### config.mk
export PLATFORM = sky130hd
export DESIGN_NAME = cache_data_array
export DESIGN_NICKNAME = d
export VERILOG_FILES = /design/src/cache_pkg.sv /design/src/mem_pkg.sv /design/src/cache_data_array.sv
export VERILOG_INCLUDE_DIRS = /design/src /design/src/src
export SDC_FILE = /design/constraint.sdc
export NUM_CORES = 2
export LEC_CHECK = 0
export BUFFER_PORTS_ARGS = -buffer_cell sky130_fd_sc_hd__buf_2
export CAP_MARGIN = 0
export CORE_MARGIN = 2
export CORE_UTILIZATION = 40
export CTS_BUF_LIST = sky130_fd_sc_hd__clkbuf_2
export CTS_CLUSTER_SIZE = 12
export DETAILED_ROUTE_END_ITERATION = 10
export GPL_TIMING_DRIVEN = 0
export PLACE_DENSITY = 0.64
export REMOVE_ABC_BUFFERS = 1
export SLEW_MARGIN = 20
export SYNTH_ARGS = -nofsm -noshare
export SYNTH_HDL_FRONTEND = slang
export SYNTH_SLANG_ARGS = --single-unit
### constraint.sdc
create_clock -name clk_i -period 4.9 [get_ports clk_i]
set_clock_uncertainty 0.1 [all_clocks]
set_input_delay 0.245 -clock clk_i [delete_from_list [all_inputs] [get_ports clk_i]]
set_output_delay 0.245 -clock clk_i [all_outputs]
set_load 0.05 [all_outputs]
### src/cache_config.svh
`ifndef CACHE_CONFIG_SVH
`define CACHE_CONFIG_SVH

// cache geometry
`define SET_BITS 4
`define WAYS 4
`define WORD_W 32

// backing memory
// cycles from first sight of a request to the done pulse
`define MEM_LATENCY 3
// word index width, 4 KB of words
`define MEM_IDX_BITS 10

`endif

### src/cache_pkg.sv
`include "cache_config.svh"

package cache_pkg;

	// address split is tag | set | byte offset
	typedef logic [`WORD_W-1:0] addr_t;
	typedef logic [`WORD_W-`SET_BITS-3:0] tag_t;
	typedef logic [`SET_BITS-1:0] set_t;
	typedef logic [$clog2(`WAYS)-1:0] way_t;
	// one age per way, 3 is most recent
	typedef logic [$clog2(`WAYS)-1:0] age_t;
	typedef logic [`WORD_W-1:0] word_t;

	// cpu request, held by the controller after acceptance
	typedef struct packed {
		addr_t addr;
		word_t wdata;
		logic  write;
		logic  byte_op;
	} cache_req_t;

	// stores return zero data
	typedef struct packed {
		word_t rdata;
		logic  hit;
	} cache_rsp_t;

	typedef enum logic [2:0] {
		IDLE,
		LOOKUP,
		MEM_READ,
		FILL,
		MEM_WRITE,
		RESPOND
	} ctrl_state_e;

endpackage

### src/mem_pkg.sv
`include "cache_config.svh"

package mem_pkg;

	typedef logic [`MEM_IDX_BITS-1:0] mem_idx_t;
	typedef logic [`WORD_W-1:0] mem_word_t;

	// held stable by the requester until done
	typedef struct packed {
		mem_idx_t  idx;
		mem_word_t wdata;
		logic      write;
		logic      byte_op;
		logic [1:0] byte_sel;
	} mem_req_t;

	// byte stores take the lane data from wdata[7:0]
	function automatic mem_word_t merge_byte(mem_word_t old_w, mem_word_t new_w,
			logic byte_op, logic [1:0] byte_sel);
		mem_word_t res;
		res = old_w;
		if (byte_op)
			res[byte_sel*8 +: 8] = new_w[7:0];
		else
			res = new_w;
		return res;
	endfunction

endpackage
### src/cache_data_array.sv
`timescale 1ns/1ps
`include "cache_config.svh"

module cache_data_array (
	input  logic             clk_i,
	input  cache_pkg::set_t  set_i,
	input  cache_pkg::way_t  rd_way_i,
	input  logic             wr_i,
	input  cache_pkg::way_t  wr_way_i,
	input  cache_pkg::word_t wdata_i,
	input  logic             byte_op_i,
	input  logic [1:0]       byte_sel_i,
	output cache_pkg::word_t rdata_o
);
	import cache_pkg::*;
	import mem_pkg::*;

	localparam int SETS = 1 << `SET_BITS;

	word_t data_q [SETS][`WAYS];
	word_t cur_word;

	// read follows the hit way of the current set
	assign rdata_o = data_q[set_i][rd_way_i];

	// old contents of the word being written
	assign cur_word = data_q[set_i][wr_way_i];

	// fill or store hit, byte stores touch one lane only
	always_ff @(posedge clk_i) begin
		if (wr_i)
			data_q[set_i][wr_way_i] <= merge_byte(cur_word, wdata_i, byte_op_i, byte_sel_i);
	end

endmodule

==> flow_metrics.tcl <==
set metrics [dict create \
    cts_buffers 488 \
    track_usage_pct 21.65 \
    mostFrequentLayoutCells "edfxtp_1, clkbuf_2, mux4_2" \
    fin_setup_tns_ps 0 \
    firstDrtPassIters 8 \
    reg_top3 "data_q (2048)" \
    fin_area_um2 93620 \
    required_ps 6440 \
    synthCells 3546 \
    vias 42770 \
    grt_pass1_vias 43320 \
    dieWidth_um 449.1 \
    finalCriticalPeriod_ps 4848 \
    yosysTopAreaCell "edfxtp_1" \
    status "completed" \
    final_layout_size_suffix_gt1_share_pct 36.58 \
    drv_slew 0 \
    cts_root_buf "clkbuf_2" \
    largest_reg_flops 2048 \
    grt_pass1_wl_mm 311.4 \
    path_clk_slew_ps 110 \
    hold_ws_ps 129.7 \
    grt_max_degree 82 \
    drv_cap 0 \
    synthTopCellsByArea "edfxtp_1, mux4_2, a22oi_1" \
    fin_crit_sh_pct 98.95 \
    cp-end-kind "flip-flop" \
    layout_commonest_cell "edfxtp_1" \
    synth_top_area_share_pct 77.62 \
    worst_setup_path_start_kind "primary input" \
    p_total_mw 32.82 \
    drt_iter0_drc 5609 \
    rows 163 \
    dieHeight_um 449.1 \
    p_leak_nw 29.83 \
    ioPinCount 77 \
    core_um2 197000 \
    syn2layout_area_growth_pct 18.17 \
    min_path_type "primary input to flip-flop" \
    worst_pin_slew_ps 1255 \
    hold_violations 0 \
    synth-seq-cells 2048 \
    io_buffer_count 76 \
    grt_setup_unrepaired "false" \
    routed_wl_mm 221.1 \
    cts_sinks 2048 \
    worstSetupPathType "primary input to flip-flop" \
    via_per_inst 5.872 \
    arrival_ps 6390 \
    clk_latency_ps 1910 \
    post-route-drc-count 0 \
    post_drt_wl_per_cell_um 30.36 \
    syn_area_um2 79230 \
    setup_violations 0 \
    grt.overflow.total 0 \
    cts_tree "yes" \
    postSynthAreaPerCell_um2 22.34 \
    hpwl_mm 140.3 \
    routabilityCongestion 0.7645 \
    top_register "data_q" \
    postRouteAntennaNets 0 \
    fmax_mhz 206.3 \
    die_area_um2 201600 \
    ys_warn_count 0 \
    fin_util_pct 47.52 \
    htree_levels 5 \
    yosysSeqAreaShare_pct 77.62 \
    clock_path_buffers 4 \
    cp_max_fo 33 \
    antenna_found_initial 12 \
    powerDensity_nw_per_um2 350.6 \
    postPlaceCellArea_um2 87960 \
    initial_utilization_pct 40.22 \
    max-slew-margin-rel_pct 16.36 \
    ir_drop_mv 0.2593 \
    final_nets 4367 \
    ys_types 33 \
    postCtsSetupRepairBufs 0 \
]
==> path summary, 6_finish.rpt <==
path / from / endpoint / slack [ps] / cells after the start
setup / recovery: byte_sel_i[1] / data_q[15][28]$_DFFE_PP_ / 50 / 14
hold / removal: set_i[1] / data_q[1][103]$_DFFE_PP_ / 130 / 7
setup reg to reg: data_q[8][71]$_DFFE_PP_ / data_q[5][7]$_DFFE_PP_ / 220 / 11
hold reg to reg: data_q[5][68]$_DFFE_PP_ / data_q[6][68]$_DFFE_PP_ / 1270 / 4
==> synthesized netlist by cell type (all sizes together) <==
| cell type | n |
|---|---|
| a21oi | 190 |
| a22o | 2 |
| a22oi | 198 |
| a31oi | 24 |
| and2 | 1 |
| and3 | 1 |
| buf | 93 |
| clkbuf | 119 |
| clkinv | 2 |
| edfxtp | 2048 |
| ha | 5 |
| inv | 4 |
| mux2i | 48 |
| mux4 | 545 |
| nand2 | 51 |
| nand2b | 3 |
| nand3 | 4 |
| nand3b | 2 |
| nor2 | 111 |
| nor2b | 6 |
| nor3 | 24 |
| nor3b | 24 |
| nor4 | 5 |
| o211ai | 6 |
| o21ai | 2 |
| o31ai | 1 |
| o41ai | 24 |
| or2 | 1 |
| or3b | 2 |
==> cells by family after synthesis <==
group                      count (synthesis)  share of synthesized area (%)
AOI/OAI and AO/OA                        447                          3.632
adders and majority gates                  5                        0.07896
buffers and inverters                    218                          1.221
DFF                                     2048                          77.62
muxes                                    593                          16.10
and+or+nand+nor                          235                          1.347
==> area by class of cell <==
| class | instances | area (µm²) |
|---|---|---|
| multi-input cells | 1280 | 17680 |
| flip-flops and latches | 2048 | 61500 |
| well taps | 2640 | 3303 |
| inverters | 6 | 27.53 |
| repair buffers | 493 | 7113 |
| fillers | 16160 | 103400 |
| clock inverters | 121 | 544.3 |
| diodes | 9 | 22.52 |
| clock buffers | 686 | 3433 |
==> power by group <==
| part | switching, mW | internal, mW |
|---|---|---|
| registers | 0.0153 | 19.7 |
| clock network | 6.53 | 3.87 |
| logic | 1.71 | 1.04 |
| total | 8.25 | 24.6 |
==> metrics by stage <==
step,std cells,worst slack (ps)
after floorplan,3334,-2076
after global placement,6050,-20660
after detailed placement,6309,-991.3
after CTS,7272,45.18
after global routing,7282,22.63
final,7283,51.60
==> layer usage <==
metal	routed length (µm)	track usage, %	vias to the layer above
met5	8	0	-
met4	6882	7.902	2
met3	24430	5.025	444
met2	105300	33.89	2715
met1	84530	29.77	22530
li1	-	-	17070
==> timing repair <==
action | 4_1_cts | 5_1_grt
hold buffers | 155 | 2
gates cloned | 1 | 1
resized for setup | 0 | 2
setup endpoints to repair | 4 | 42
pin swaps | 0 | 0
hold endpoints to repair | 4096 | 47
==> critical path, cell delays in order <==
cell and delay, ps:
dlygate4sd3_1 520, buf_2 210, dlygate4sd3_1 720, inv_1 150
ha_1 380, nor4_2 750, nor2b_1 780, nand2_1 140
dlygate4sd3_1 650, a31oi_4 190, dlygate4sd3_1 560, dlygate4sd3_1 670
buf_16 210, buf_16 190
Note: power is estimated with default switching activity, not from simulation.
