## src/cache_config.svh

```systemverilog
`ifndef CACHE_CONFIG_SVH
`define CACHE_CONFIG_SVH

// cache geometry
`define SET_BITS 4
`define WAYS 4
`define WORD_W 32

// backing memory
// cycles from first sight of a request to the done pulse
`define MEM_LATENCY 3
// word index width, 4 KB of words
`define MEM_IDX_BITS 10

`endif

```

## src/cache_pkg.sv

```systemverilog
`include "cache_config.svh"

package cache_pkg;

	// address split is tag | set | byte offset
	typedef logic [`WORD_W-1:0] addr_t;
	typedef logic [`WORD_W-`SET_BITS-3:0] tag_t;
	typedef logic [`SET_BITS-1:0] set_t;
	typedef logic [$clog2(`WAYS)-1:0] way_t;
	// one age per way, 3 is most recent
	typedef logic [$clog2(`WAYS)-1:0] age_t;
	typedef logic [`WORD_W-1:0] word_t;

	// cpu request, held by the controller after acceptance
	typedef struct packed {
		addr_t addr;
		word_t wdata;
		logic  write;
		logic  byte_op;
	} cache_req_t;

	// stores return zero data
	typedef struct packed {
		word_t rdata;
		logic  hit;
	} cache_rsp_t;

	typedef enum logic [2:0] {
		IDLE,
		LOOKUP,
		MEM_READ,
		FILL,
		MEM_WRITE,
		RESPOND
	} ctrl_state_e;

endpackage

```

## src/cache_tag_array.sv

```systemverilog
`timescale 1ns/1ps
`include "cache_config.svh"

module cache_tag_array (
	input  logic               clk_i,
	input  logic               rst_n_i,
	input  cache_pkg::set_t    set_i,
	input  cache_pkg::tag_t    tag_i,
	input  logic               fill_i,
	input  cache_pkg::way_t    way_i,
	output logic               hit_o,
	output cache_pkg::way_t    hit_way_o,
	output logic [`WAYS-1:0]   valid_o
);
	import cache_pkg::*;

	localparam int SETS = 1 << `SET_BITS;

	tag_t             tag_q [SETS][`WAYS];
	logic [`WAYS-1:0] valid_q [SETS];
	logic [`WAYS-1:0] match;

	// all ways compared at once
	always_comb begin
		hit_way_o = '0;
		for (int w = 0; w < `WAYS; w++) begin
			match[w] = valid_q[set_i][w] && (tag_q[set_i][w] == tag_i);
			if (match[w])
				hit_way_o = way_t'(w);
		end
	end

	assign hit_o   = |match;
	assign valid_o = valid_q[set_i];

	always_ff @(posedge clk_i or negedge rst_n_i) begin
		if (!rst_n_i) begin
			for (int s = 0; s < SETS; s++)
				valid_q[s] <= '0;
		end else if (fill_i) begin
			valid_q[set_i][way_i] <= 1'b1;
		end
	end

	always_ff @(posedge clk_i) begin
		if (fill_i)
			tag_q[set_i][way_i] <= tag_i;
	end

	// fills only go to missing tags, so a tag never sits in two ways
	a_single_match: assert property (@(posedge clk_i) disable iff (!rst_n_i)
		$onehot0(match));

endmodule

```

## config.mk

```make
export PLATFORM = sky130hd
export DESIGN_NAME = cache_tag_array
export DESIGN_NICKNAME = d
export VERILOG_FILES = /design/src/cache_pkg.sv /design/src/cache_tag_array.sv
export VERILOG_INCLUDE_DIRS = /design/src /design/src/src
export SDC_FILE = /design/constraint.sdc
export NUM_CORES = 1
export LEC_CHECK = 0
export BUFFER_PORTS_ARGS = -buffer_cell sky130_fd_sc_hd__buf_2
export CAP_MARGIN = 40
export CORE_AREA = 2 2 374 376
export DETAILED_ROUTE_END_ITERATION = 6
export DIE_AREA = 0 0 376 378
export PLACE_DENSITY = 0.64
export SYNTH_ARGS = -nofsm -noshare
export SYNTH_HDL_FRONTEND = slang
export SYNTH_SLANG_ARGS = --single-unit
```

## constraint.sdc

```tcl
create_clock -name clk_i -period 9.05 [get_ports clk_i]
set_clock_uncertainty 0.05 [all_clocks]
set_input_delay 0.4525 -clock clk_i [delete_from_list [all_inputs] [get_ports clk_i]]
set_output_delay 0.4525 -clock clk_i [all_outputs]
set_load 0.01 [all_outputs]
```

==> flow_metrics.tcl <==
set metrics [dict create \
    status "completed" \
    slowest_delay_ns 0.65 \
    grt_pass1_wl_mm 257 \
    met2_usage_pct 41.4 \
    required_ns 8.55 \
    rsz0062_at_grt "false" \
    dr.pass1.iters 5 \
    crit_chain "buf_8 > buf_12 > buf_4 > mux4_1 > mux2i_1 > o22ai_1 > nor4_1 > nand3_1 > a2111oi_2 > o2111ai_1 > nand3b_1 > buf_2" \
    crit_arrival_ns 5.47 \
    drive_gt1_share_pct 26.5 \
    tightest_slew_ns 1.02 \
    critPathMaxFanout 95 \
    switchingPower_w 0.00360 \
    dieArea_mm2 0.142 \
    wire_per_inst_um 32.8 \
    instances_no_fill 5479 \
    r2r_start "valid_q[3]" \
    top_usage_layer "met2" \
    gp_congestion 0.846 \
    fp.dieH_um 378 \
    reg2regPathDepth 1 \
    p_clk_share_pct 40.5 \
    synth_area_leader_cell "edfxtp_1" \
    via_count 34800 \
    slew_violations 0 \
    critPathTopFamily "buffers and inverters" \
    syn_avg_cell_area_um2 20.5 \
    yosysWarnings 0 \
    htreeDepth 4 \
    synth_top_area_share_pct 72.7 \
    grt-ovfl-total 0 \
    place_hpwl_mm 102 \
    drt-total-wl_mm 180 \
    drt.antenna.violating_nets 0 \
    vias_per_cell 6.36 \
    ys.flop_type "edfxtp_1" \
    crit_type "in2out" \
    crit_path_start_kind "input pin" \
    ios 42 \
    drt_iter0_markers 4734 \
    ir_drop_mv 0.197 \
    r2r_end "valid_q[3]" \
    ys_seq_area_share_pct 75.0 \
    cp-startpoint "set_i[0]" \
    tritoncts "done" \
    initial_utilization_pct 49.6 \
    antenna_found_initial 16 \
    cp.depth 12 \
    min_from "tag_i[19]" \
    leakagePower_nw 25.0 \
    hold_viol_final 0 \
    clockBufferDepth 3 \
    syn-num-nets 3389 \
    hold_class "in2reg" \
    period_needed_ns 5.98 \
    grt_max_degree 121 \
    cp-end-kind "primary output" \
    clk_latency_ns 0.79 \
    ys_seq_elements 1728 \
    drc 0 \
    setup_viol 0 \
    synth.area.top_cells "edfxtp_1 (73%), mux4_2 (11%), mux2i_1 (3.2%)" \
    cts_root_buf "clkbuf_16" \
    grt_pass1_vias 35600 \
    cts_buffers 165 \
    die_x_um 376 \
    cts.clk_slew.worst_paths_ns 0.06 \
    met3_usage_pct 4.16 \
    maxSlewHeadroom_pct 32.3 \
    synthArstFlopShare_pct 3.70 \
    cap_violations 0 \
    r2r_slack_ns 8.19 \
    fmax_ghz 0.167 \
    pwr-share-comb_pct 6.3 \
    switching_share_pct 21.5 \
    synth_area_mm2 0.0687 \
    pwr-share-seq_pct 53.2 \
    final.setup.tns_ns 0 \
    rows 137 \
    met1_usage_pct 36.1 \
    io_buffers 41 \
    slowest_stage "mux4_1" \
    syn_inst 3354 \
    area_growth_pct 12.2 \
    p_int_w 0.0132 \
    cts.sinks 1728 \
    layout.nets 3565 \
    period_share_pct 66.0 \
    core_area_mm2 0.139 \
    crit_end "hit_o" \
    grt_usage_pct 25.5 \
    synth_edf_count 1664 \
    dp.cells 5166 \
    path_buf_inv 4 \
    synth_cell_types 79 \
    p_per_area_mw_per_mm2 217 \
]
==> power groups by stage <==
stage | combinational (W) | sequential [W] | clock (W)
after global routing | 0.00112 | 0.00892 | 0.00718
after detailed placement | 0.00106 | 0.00908 | 0
after CTS | 0.00107 | 0.00891 | 0.00689
final | 0.00106 | 0.00891 | 0.00679
after floorplan | 0.000635 | 0.00907 | 0
after global placement | 0.00103 | 0.00907 | 0
==> sequential cells by signal (all words and copies together) (netlist names) <==
register and count:
tag_q 1664, valid_q 64
==> layer usage <==
metal | vias up | routed length [um]
li1 | 14200 | -
met1 | 18700 | 72400
met2 | 1742 | 87200
met3 | 251 | 15500
met4 | 6 | 4660
met5 | - | 35
==> area by class of cell <==
class	count	area [um2]
diodes	6	15.0
clock buffers	212	4470
clock inverters	91	835
fillers	10200	61400
inverters	22	86.3
multi-input cells	1412	16100
flip-flops and latches	1728	51600
well taps	1807	2260
repair buffers	201	1780
==> Yosys cell counts (6+ instances only) <==
library cell	number
nor4_1	13
o221ai_1	8
o21ai_0	33
nand2_1	89
a21oi_1	29
o2111ai_1	10
buf_1	19
buf_2	46
a22oi_1	52
xnor2_1	93
mux2_2	67
a32oi_1	6
edfxtp_1	1664
mux4_1	12
a31oi_1	10
clkbuf_1	57
nor3_1	34
dfrtp_1	64
a211oi_1	8
or2_2	66
nand4_1	11
xor2_1	38
mux2i_1	219
buf_6	32
nand2b_1	13
a22o_1	11
nand3_1	15
inv_1	16
and3_1	6
a221oi_1	34
nor2_1	77
mux4_2	331
nor2b_1	14
buf_4	25
o22ai_1	43
==> worst min path at each step <==
stage                          to  depth (start not counted)  slack, ns
finish               tag_q[2][97]                          1       0.07
global route        tag_q[14][64]                          1       0.05
CTS                  tag_q[2][97]                          1       0.02
detailed placement    valid_q[32]                          1       0.31
global placement      valid_q[50]                          1       0.40
floorplan              valid_q[0]                          0       0.11
==> kinds of logic (layout without fill, tap and decap cells) <==
logic type / Yosys count / count (layout) / share of synthesized area (%)
and+or+nand+nor: 357 / 357 / 2.60
DFF: 1728 / 1728 / 75.0
AOI/OAI and AO/OA: 295 / 295 / 3.14
xor gates and xnor gates: 131 / 131 / 1.67
other: 0 / 6 / 0
buffers and inverters: 214 / 526 / 1.95
muxes: 629 / 629 / 15.6
==> timing repair <==
item                                   CTS  global route
setup endpoints to repair                0             0
hold buffers                             4             0
buffers inserted                         0             0
endpoints found under the hold margin   76             0
resized for setup                        0             0
==> metrics by stage <==
stage	worst slack (ns)	cell area, um2	hold WS [ns]	total power (W)	util, %
global route	2.86	77100	0.0479	0.0172	55.7
finish	3.07	77100	0.0691	0.0168	55.7
global placement	3.14	71300	0.396	0.0101	51.5
floorplan	4.80	68700	0.107	0.00970	-
CTS	3.14	77100	0.0227	0.0169	55.7
detailed placement	3.11	71700	0.311	0.0101	51.8
==> layout by cell type (no fill, tap or decap), types with 8 or more instances in the layout <==
| master | instances |
|---|---|
| clkbuf_1 | 36 |
| nor2b_1 | 10 |
| nor3_1 | 18 |
| xnor2_1 | 93 |
| o22ai_1 | 43 |
| buf_4 | 137 |
| a211oi_1 | 8 |
| buf_2 | 34 |
| nand2b_1 | 13 |
| a31oi_1 | 10 |
| inv_1 | 15 |
| a22o_1 | 11 |
| nor3_2 | 16 |
| nor2_4 | 11 |
| a221oi_1 | 34 |
| mux4_2 | 331 |
| clkbuf_16 | 170 |
| mux4_1 | 12 |
| xor2_1 | 38 |
| nand3_1 | 15 |
| edfxtp_1 | 1664 |
| nand4_1 | 11 |
| mux2i_1 | 219 |
| nor4_1 | 13 |
| nor2_1 | 27 |
| o2111ai_1 | 10 |
| nor2_2 | 39 |
| mux2_2 | 67 |
| o21ai_0 | 33 |
| clkinv_1 | 40 |
| bufinv_16 | 14 |
| nand2_1 | 89 |
| buf_12 | 9 |
| o221ai_1 | 8 |
| buf_16 | 10 |
| dfrtp_1 | 64 |
| or2_2 | 66 |
| a22oi_1 | 52 |
| clkinv_2 | 28 |
| a21oi_1 | 29 |
(Power assumes the default switching activity.)
