### config.mk
export PLATFORM = sky130hd
export DESIGN_NAME = cache_lru
export DESIGN_NICKNAME = d
export VERILOG_FILES = /design/src/cache_pkg.sv /design/src/cache_lru.sv
export VERILOG_INCLUDE_DIRS = /design/src /design/src/src
export SDC_FILE = /design/constraint.sdc
export NUM_CORES = 1
export LEC_CHECK = 0
export BUFFER_PORTS_ARGS = -buffer_cell sky130_fd_sc_hd__buf_2
export CAP_MARGIN = 20
export CORE_AREA = 2 2 140 142
export DETAILED_ROUTE_END_ITERATION = 12
export DIE_AREA = 0 0 142 144
export SLEW_MARGIN = 10
export SYNTH_ARGS = -nofsm -noshare
export SYNTH_HDL_FRONTEND = slang
export SYNTH_SLANG_ARGS = --single-unit
### constraint.sdc
create_clock -name clk_i -period 3.48 [get_ports clk_i]
set_clock_uncertainty 0.15 [all_clocks]
set_input_delay 0.522 -clock clk_i [delete_from_list [all_inputs] [get_ports clk_i]]
set_output_delay 0.522 -clock clk_i [all_outputs]
set_load 0.02 [all_outputs]
### src/cache_config.svh
`ifndef CACHE_CONFIG_SVH
`define CACHE_CONFIG_SVH

// cache geometry
`define SET_BITS 4
`define WAYS 4
`define WORD_W 32

// backing memory
// cycles from first sight of a request to the done pulse
`define MEM_LATENCY 3
// word index width, 4 KB of words
`define MEM_IDX_BITS 10

`endif

### src/cache_pkg.sv
`include "cache_config.svh"

package cache_pkg;

	// address split is tag | set | byte offset
	typedef logic [`WORD_W-1:0] addr_t;
	typedef logic [`WORD_W-`SET_BITS-3:0] tag_t;
	typedef logic [`SET_BITS-1:0] set_t;
	typedef logic [$clog2(`WAYS)-1:0] way_t;
	// one age per way, 3 is most recent
	typedef logic [$clog2(`WAYS)-1:0] age_t;
	typedef logic [`WORD_W-1:0] word_t;

	// cpu request, held by the controller after acceptance
	typedef struct packed {
		addr_t addr;
		word_t wdata;
		logic  write;
		logic  byte_op;
	} cache_req_t;

	// stores return zero data
	typedef struct packed {
		word_t rdata;
		logic  hit;
	} cache_rsp_t;

	typedef enum logic [2:0] {
		IDLE,
		LOOKUP,
		MEM_READ,
		FILL,
		MEM_WRITE,
		RESPOND
	} ctrl_state_e;

endpackage

### src/cache_lru.sv
`timescale 1ns/1ps
`include "cache_config.svh"

module cache_lru (
	input  logic             clk_i,
	input  logic             rst_n_i,
	input  cache_pkg::set_t  set_i,
	input  logic [`WAYS-1:0] valid_i,
	input  logic             touch_i,
	input  cache_pkg::way_t  way_i,
	output cache_pkg::way_t  victim_way_o
);
	import cache_pkg::*;

	localparam int SETS = 1 << `SET_BITS;

	age_t age_q [SETS][`WAYS];

	// scan downwards so the lowest way wins
	// an invalid way takes precedence over age 0
	always_comb begin
		victim_way_o = '0;
		for (int w = `WAYS - 1; w >= 0; w--) begin
			if (age_q[set_i][w] == '0)
				victim_way_o = way_t'(w);
		end
		for (int w = `WAYS - 1; w >= 0; w--) begin
			if (!valid_i[w])
				victim_way_o = way_t'(w);
		end
	end

	always_ff @(posedge clk_i or negedge rst_n_i) begin
		if (!rst_n_i) begin
			for (int s = 0; s < SETS; s++) begin
				for (int w = 0; w < `WAYS; w++)
					age_q[s][w] <= '0;
			end
		end else if (touch_i) begin
			for (int w = 0; w < `WAYS; w++) begin
				if (way_t'(w) == way_i)
					age_q[set_i][w] <= '1;
				else if (age_q[set_i][w] != '0)
					age_q[set_i][w] <= age_q[set_i][w] - 1'b1;
			end
		end
	end

endmodule

==> results of run 1 <==
[layout by cell type (no fill, tap or decap), types with 3 or more instances in the layout]
cell and count:
nand3b_1 3, nor2_2 4, a22o_1 8, mux4_2 16, o22a_1 54, nor2_1 79
and2_1 9, ha_1 3, mux2_2 17, nor2b_1 8, a2bb2oi_1 18, clkinvlp_4 4
o21ai_0 5, dfrtp_1 128, buf_2 12, mux2i_1 30, clkbuf_16 17, nand3_1 6
nand2_1 32, nand2b_1 4, o32a_1 17, clkbuf_1 6, a22oi_1 7, buf_12 4
a31oi_1 14, a21oi_1 35, nand2_2 10, buf_4 35
[final cells by class]
type / instances / area [um2] / share of cell area
inverters: 2 / 7.507 / 0.0009929
clock buffers: 24 / 461.7 / 0.06106
multi-input cells: 408 / 3077 / 0.4069
repair buffers: 54 / 431.7 / 0.05709
clock inverters: 8 / 82.58 / 0.01092
well taps: 238 / 297.8 / 0.03938
flip-flops and latches: 128 / 3203 / 0.4236
[layer usage]
| layer | vias to the layer above | routed length [um] |
|---|---|---|
| li1 | 2232 | - |
| met1 | 2629 | 8313 |
| met2 | 153 | 8564 |
| met3 | 43 | 936 |
| met4 | 0 | 635 |
| met5 | - | 0 |
[stage by stage]
step	instances	hold WS (ns)	instance area (um2)	utilization	power (W)
after floorplan	576	0.07641	6515	-	0.003753
after global placement	829	0.3197	6994	0.3666	0.004315
after detailed placement	829	0.3273	6994	0.3666	0.004383
after CTS	862	0.3397	7548	0.3956	0.006062
after global routing	862	0.3529	7561	0.3963	0.006381
final	862	0.3351	7561	0.3963	0.006065
[power by group through the flow]
stage | Combinational, W | Clock (W) | Sequential [W]
floorplan | 0.00135 | 0 | 0.00241
global placement | 0.00176 | 0 | 0.00256
detailed placement | 0.00181 | 0 | 0.00257
CTS | 0.00182 | 0.00168 | 0.00256
global route | 0.00200 | 0.00176 | 0.00263
finish | 0.00182 | 0.00167 | 0.00257
[final timing paths]
| kind | from | endpoint | cells past startpoint |
|---|---|---|---|
| min in group asynchronous | rst_n_i | age_q[35] | 2 |
| hold / removal | age_q[124] | age_q[124] | 1 |
| setup / recovery | set_i[0] | victim_way_o[0] | 11 |
| max in group asynchronous | rst_n_i | age_q[105] | 3 |
| setup reg to reg | age_q[121] | age_q[121] | 8 |
| hold reg to reg | age_q[124] | age_q[124] | 1 |
[cells by family (layout without fill, tap and decap cells)]
logic type / Yosys count / after routing / share of synthesized area
AOI/OAI and AO/OA: 166 / 166 / 0.1965
adders and majority gates: 4 / 4 / 0.007682
and+or+nand+nor: 173 / 173 / 0.1329
buffers and inverters: 40 / 88 / 0.03707
muxes: 65 / 65 / 0.1342
DFF: 128 / 128 / 0.4916
[worst reg2reg max path, stage by stage (launching register included)]
cell	delay [ns]
dfrtp_1	0.40
mux4_2	0.46
a22o_1	0.26
nor2_1	0.10
ha_1	0.17
buf_4	0.12
and2_1	0.56
nor2_1	0.16
mux2_1	0.34
[timing repair]
action	CTS	global route
hold buffers	1	0
gates resized for setup	0	4
buffers inserted	0	0
hold endpoints to repair	27	0
endpoints found under the setup margin	0	2
==> impl_metrics.csv, run 1 <==
group,metric,value,unit
run_status,status,"finished clean",
detailed_routing,antenna_left,0,
sta,period_needed,3.297,ns
die,die_area,0.02045,mm2
cells_and_area,reg_top3,"age_q: 128 flops",
critical_path,end_kind,"output pin",
clock_network,cts_buffers,17,
sta,maxSlewViolCount,0,
sta,rsz0062_at_grt,"no",
sta,hold_viol,0,
synth,yosysTopAreaCell,"dfrtp_1",
cells_and_area,fin_nets,628,
critical_path,arrival,2.62,ns
global_route,met3_usage,0.04437,
sta,tns,0,ns
clock_network,cts.path.max_buffers,2,
synth,synth.top_cell.area_share,0.4916,
detailed_routing,drt_pass1_iterations,5,
detailed_routing,wl_per_cell,21.40,um
global_route,grt_pass1_wl,29.14,mm
sta,worst_pin_slew,0.6889,ns
cells_and_area,n_antenna_cell,0,
die,core,0.01908,mm2
die,ios,15,
sta,max_slew_margin,0.5372,
detailed_routing,drt_iter0_markers,458,
detailed_routing,via_per_inst,5.867,
clock_network,path_clk_slew,0.05,ns
pwr,p_int,0.004067,W
pwr,p_leak,3.190,nW
critical_path,start_kind,"primary input",
synth,ys_ff_latch,128,
clock_network,cts_root_buf,"clkbuf_16",
global_route,antenna_found_initial,0,
clock_network,clkSinkCount,128,
critical_path,cp_top_family,"compound AO/OA/AOI/OAI gates",
clock_network,cts_tree,"done",
cells_and_area,largest_reg_flops,128,
placed_design,port_buffers,14,
hold_path,min_path_type,"reg2reg",
synth,synthTopCellsByArea,"dfrtp_1 (49%), o22a_1 (7.3%), mux4_2 (5.5%), mux2i_1 (4.6%), nor2_1 (4.6%)",
pwr,clkPwrFrac,0.276,
pwr,p_sw_frac,0.3294,
synth,yosysWarnings,0,
pwr,switchingPower,0.001998,W
synth,synthCells,576,
detailed_routing,routed-via-count,5057,
pwr,power_density,802.2,mW/mm2
global_route,grt.busiest_layer,"met2",
global_route,grt_max_degree,52,
sta,min_period_over_period,0.9473,
detailed_routing,drc,0,
synth,synth_edf_count,0,
die,rows,51,
synth,synthesis.nets,593,
cells_and_area,largest_register,"age_q",
clock_network,h-tree-depth,4,
critical_path,cpPeakStageDelay,0.50,ns
die,die_w,142,um
placed_design,gp_congestion,0.8767,
critical_path,worstPathMaxFanout,7,
sta,setup_viol,0,
placed_design,dp_slack,0.07353,ns
synth,synth.distinct_cells,49,
global_route,grt_overflow,0,
pwr,pwr-share-seq,0.423,
flow_run,drv_cap,0,
critical_path,crit_buf_inv,3,
detailed_routing,totalWireLength,18.45,mm
global_route,grt.met2_usage,0.2952,
cells_and_area,drive_above_1_share,0.2212,
global_route,grt_util_all_layers,0.1900,
cells_and_area,nFillCells,1768,
synth,yosys.cell_count.top_type,"dfrtp_1",
critical_path,critPathKind,"in2out",
sta,layout_setup_ws,0.1834,ns
placed_design,post-dp-hpwl,13.35,mm
synth,synth-async-reset-ratio,1.000,
global_route,grt_pass1_vias,5235,
critical_path,worstPathRequired,2.81,ns
synth,synth_common_cells,"dfrtp_1 (128), nor2_1 (79), o22a_1 (54)",
synth,ys.flop_type,"dfrtp_1",
sta,clock.fmax,0.3033,GHz
critical_path,rrSetupSlack,0.64,ns
critical_path,critPathSlowestCell,"mux4_2",
die,die_height,144,um
synth,syn_area_per_cell,11.31,um2
global_route,use_met1,0.2520,
critical_path,path_cells,"clkbuf_4, buf_4, mux4_2, a22o_1, nor2_1, ha_2, nand2b_1, a21oi_2, o21ai_0, a21boi_0, buf_2",
die,initial_core_util,0.3415,
clock_network,insertion_delay,0.43,ns
synth,synth_area,0.006515,mm2
pwr,vdd_ir_drop_max,0.0003519,V
pwr,combPwrFrac,0.300,
synth,synth_seq_area_share,0.4916,
cells_and_area,area_delta_synth_final,16.06,%
No activity file was read; power rests on OpenSTA's default activity.
==> run 2: changes to the inputs <==
--- a/config.mk
+++ b/config.mk
@@ -6,11 +6,12 @@
 export SDC_FILE = /design/constraint.sdc
 export NUM_CORES = 1
 export LEC_CHECK = 0
+export ABC_AREA = 1
 export BUFFER_PORTS_ARGS = -buffer_cell sky130_fd_sc_hd__buf_2
-export CAP_MARGIN = 20
-export CORE_AREA = 2 2 140 142
+export CORE_AREA = 2 2 145 147
 export DETAILED_ROUTE_END_ITERATION = 12
-export DIE_AREA = 0 0 142 144
+export DIE_AREA = 0 0 147 149
+export SKIP_LAST_GASP = 1
 export SLEW_MARGIN = 10
 export SYNTH_ARGS = -nofsm -noshare
 export SYNTH_HDL_FRONTEND = slang
==> run 2 against run 1 <==
Register-to-register slack improved by 0.19 ns. Critical path depth rose by 5. Largest power group unchanged. First-iteration DRC count rose by 55%. Non-clock buffer count rose by 2. Highest routed layer unchanged. Sequential cell count did not move. Worst setup slack got worse by 0.098 ns.
==> impl_metrics.csv, run 2 <==
group,metric,value,unit
critical_path,critPathKind,"in2out",
sta,worst_pin_slew,0.6742,ns
critical_path,cpPeakStageDelay,0.22,ns
synth,syn_area_per_cell,7.276,um2
die,ios,15,
critical_path,path_cells,"buf_2, buf_6, nand2_4, clkinvlp_4, buf_4, buf_4, a22oi_1, a21oi_1, or2_1, nor3_2, ha_2, a21oi_2, o21ai_2, nand2_1, a21boi_1, buf_4",
cells_and_area,design_area,0.008232,mm2
pwr,vdd_ir_drop_max,0.0003559,V
global_route,grt_util_all_layers,0.2066,
synth,synth-async-reset-ratio,1.000,
clock_network,h-tree-depth,4,
placed_design,placedCellCount,1259,
global_route,grt_pass1_vias,6217,
sta,layout_setup_ws,0.08593,ns
pwr,p_int,0.003170,W
cells_and_area,final_common_cell,"nand2_1",
synth,synth.top_cell.area_share,0.4553,
pwr,p_sw_frac,0.3318,
critical_path,cp_common_cell,"buf_4",
die,initial_core_util,0.3422,
sta,maxSlewViolCount,0,
cells_and_area,fin_nets,1027,
placed_design,gp_congestion,0.9123,
die,die_height,149,um
detailed_routing,drt_pass1_iterations,5,
critical_path,arrival,2.72,ns
detailed_routing,wl_per_cell,16.81,um
sta,hold_viol,0,
global_route,grt_overflow,0,
cells_and_area,reg_top3,"age_q: 128 flops",
synth,synthCells,967,
placed_design,port_buffers,14,
placed_design,dp_slack,0.03981,ns
clock_network,cts.path.max_buffers,2,
synth,ys.flop_type,"dfrtp_1",
cells_and_area,seq_area,0.003203,mm2
critical_path,start_kind,"primary input",
hold_path,min_path_type,"reg2reg",
placed_design,post-dp-hpwl,15.02,mm
clock_network,insertion_delay,0.43,ns
cells_and_area,layoutNonFillerInstCount,1298,
synth,synth.distinct_cells,31,
flow_run,drv_cap,0,
clock_network,clkSinkCount,128,
global_route,grt_pass1_wl,34.67,mm
cells_and_area,area_delta_synth_final,17.00,%
global_route,antenna_found_initial,0,
sta,clock.fmax,0.2946,GHz
pwr,p_leak,4.088,nW
sta,min_period_over_period,0.9753,
synth,ys_ff_latch,128,
cells_and_area,nFillCells,2162,
cells_and_area,multiInputGateArea,0.003163,mm2
cells_and_area,final_cell_mix,"nand2_1 (257), inv_1 (130), dfrtp_1 (128)",
synth,yosysWarnings,0,
die,die_area,0.02190,mm2
synth,synth_edf_count,0,
detailed_routing,via_per_inst,5.089,
synth,synth_area,0.007035,mm2
critical_path,crit_buf_inv,6,
sta,max_slew_margin,0.5501,
die,core,0.02056,mm2
synth,yosys.cell_count.top_type,"nand2_1",
pwr,power_density,576.3,mW/mm2
pwr,switchingPower,0.001574,W
global_route,grt_max_degree,68,
clock_network,path_clk_slew,0.06,ns
synth,synthTopCellsByArea,"dfrtp_1 (46%), nand2_1 (14%), o21ai_0 (7.4%), inv_1 (7.0%), nor2_1 (5.9%)",
critical_path,end_kind,"output pin",
die,die_w,147,um
clock_network,cts_root_buf,"clkbuf_16",
detailed_routing,drt_iter0_markers,711,
clock_network,cts_tree,"done",
synth,synthesis.nets,984,
cells_and_area,largest_register,"age_q",
critical_path,worstPathRequired,2.81,ns
critical_path,critPathSlowestCell,"or2_1",
detailed_routing,routed-via-count,6606,
cells_and_area,n_antenna_cell,0,
sta,setup_viol,0,
sta,period_needed,3.394,ns
die,rows,53,
cells_and_area,drive_above_1_share,0.1134,
detailed_routing,totalWireLength,21.81,mm
synth,yosysTopAreaCell,"dfrtp_1",
synth,synth_common_cells,"nand2_1 (257), inv_1 (131), dfrtp_1 (128)",
clock_network,cts_buffers,17,
run_status,status,"finished clean",
synth,synth_seq_area_share,0.4553,
pwr,pwr-share-seq,0.419,
cells_and_area,largest_reg_flops,128,
pwr,clkPwrFrac,0.359,
placed_design,placed_area,0.007546,mm2
critical_path,rrSetupSlack,0.83,ns
detailed_routing,drc,0,
pwr,combPwrFrac,0.221,
critical_path,cp_top_family,"buffers and inverters",
detailed_routing,antenna_left,0,
critical_path,worstPathMaxFanout,6,
[run 2: changes by cell type after synthesis, sizes merged, moves of 17 or more]
cell,delta
nand3,+59
inv,+132
o22a,-54
a2bb2oi,-18
o22ai,+22
a22oi,+23
o21ai,+113
mux2,-19
o32a,-17
nand2,+217
mux2i,-30
nor2,+34
[run 2: worst reg2reg max path, stage by stage (launching register included)]
cell	delay [ns]
dfrtp_1	0.34
inv_1	0.06
o21ai_0	0.27
nand2_1	0.12
nand2_1	0.08
nand2_1	0.04
nand2_1	0.14
nor2_1	0.07
ha_2	0.19
buf_4	0.13
inv_1	0.08
nor2_1	0.05
inv_1	0.08
nand2_1	0.08
buf_4	0.22
nor2_1	0.18
o21ai_0	0.10
o21ai_0	0.09
inv_1	0.06
[run 2: layer usage]
metal,vias up,GRT usage,share of wire
met4,0,0.07308,0.023
met2,229,0.3157,0.46
met1,3137,0.2847,0.45
met3,29,0.05443,0.071
met5,-,0,0
li1,3211,-,-
[run 2: path summary, 6_finish.rpt]
| check | cells after the start | to | from |
|---|---|---|---|
| worst min-delay path | 2 | age_q[76] | age_q[76] |
| min in group asynchronous | 2 | age_q[42] | rst_n_i |
| max in group asynchronous | 3 | age_q[5] | rst_n_i |
| worst max register to register | 18 | age_q[69] | age_q[76] |
| worst max-delay path | 16 | victim_way_o[0] | set_i[1] |
| worst min register to register | 2 | age_q[76] | age_q[76] |
[run 2: layout make-up]
cell class | instances | share of cell area
Sequential cell | 128 | 0.3891
Multi-Input combinational cell | 670 | 0.3843
Inverter | 137 | 0.06293
Clock buffer | 24 | 0.06217
Timing Repair Buffer | 56 | 0.05320
Tap cell | 275 | 0.04180
Clock inverter | 8 | 0.006536
[run 2: power groups by stage]
stage                     clock [W]  combinational (W)  sequential, W
final                       0.00170            0.00105        0.00199
after CTS                   0.00173            0.00100        0.00198
after global routing        0.00179            0.00119        0.00202
after detailed placement          0            0.00100        0.00200
after global placement            0           0.000984        0.00201
after floorplan                   0           0.000697        0.00192
[run 2: through the flow]
step	hold WS [ns]	setup TNS [ns]	utilization	total power, W
after floorplan	0.07641	0	-	0.002617
after global placement	0.3152	0	0.3671	0.002995
after detailed placement	0.3194	0	0.3671	0.003005
after CTS	0.3337	0	0.3951	0.004717
after global routing	0.3587	-0.06950	0.4004	0.005000
final	0.3260	0	0.4004	0.004744
[run 2: repair_timing]
action,in CTS,in global routing
hold buffers,1,0
gates resized for setup,0,20
buffers inserted,0,5
setup endpoints to repair,0,2
hold endpoints to repair,66,0
[run 2: kinds of logic (layout without fill, tap and decap cells)]
| logic type | after synthesis | after routing | synth area share |
|---|---|---|---|
| simple gates | 453 | 454 | 0.2618 |
| compound gates | 212 | 212 | 0.1736 |
| buf+inv | 170 | 225 | 0.1023 |
| flops | 128 | 128 | 0.4553 |
| fa+ha+maj | 4 | 4 | 0.007114 |
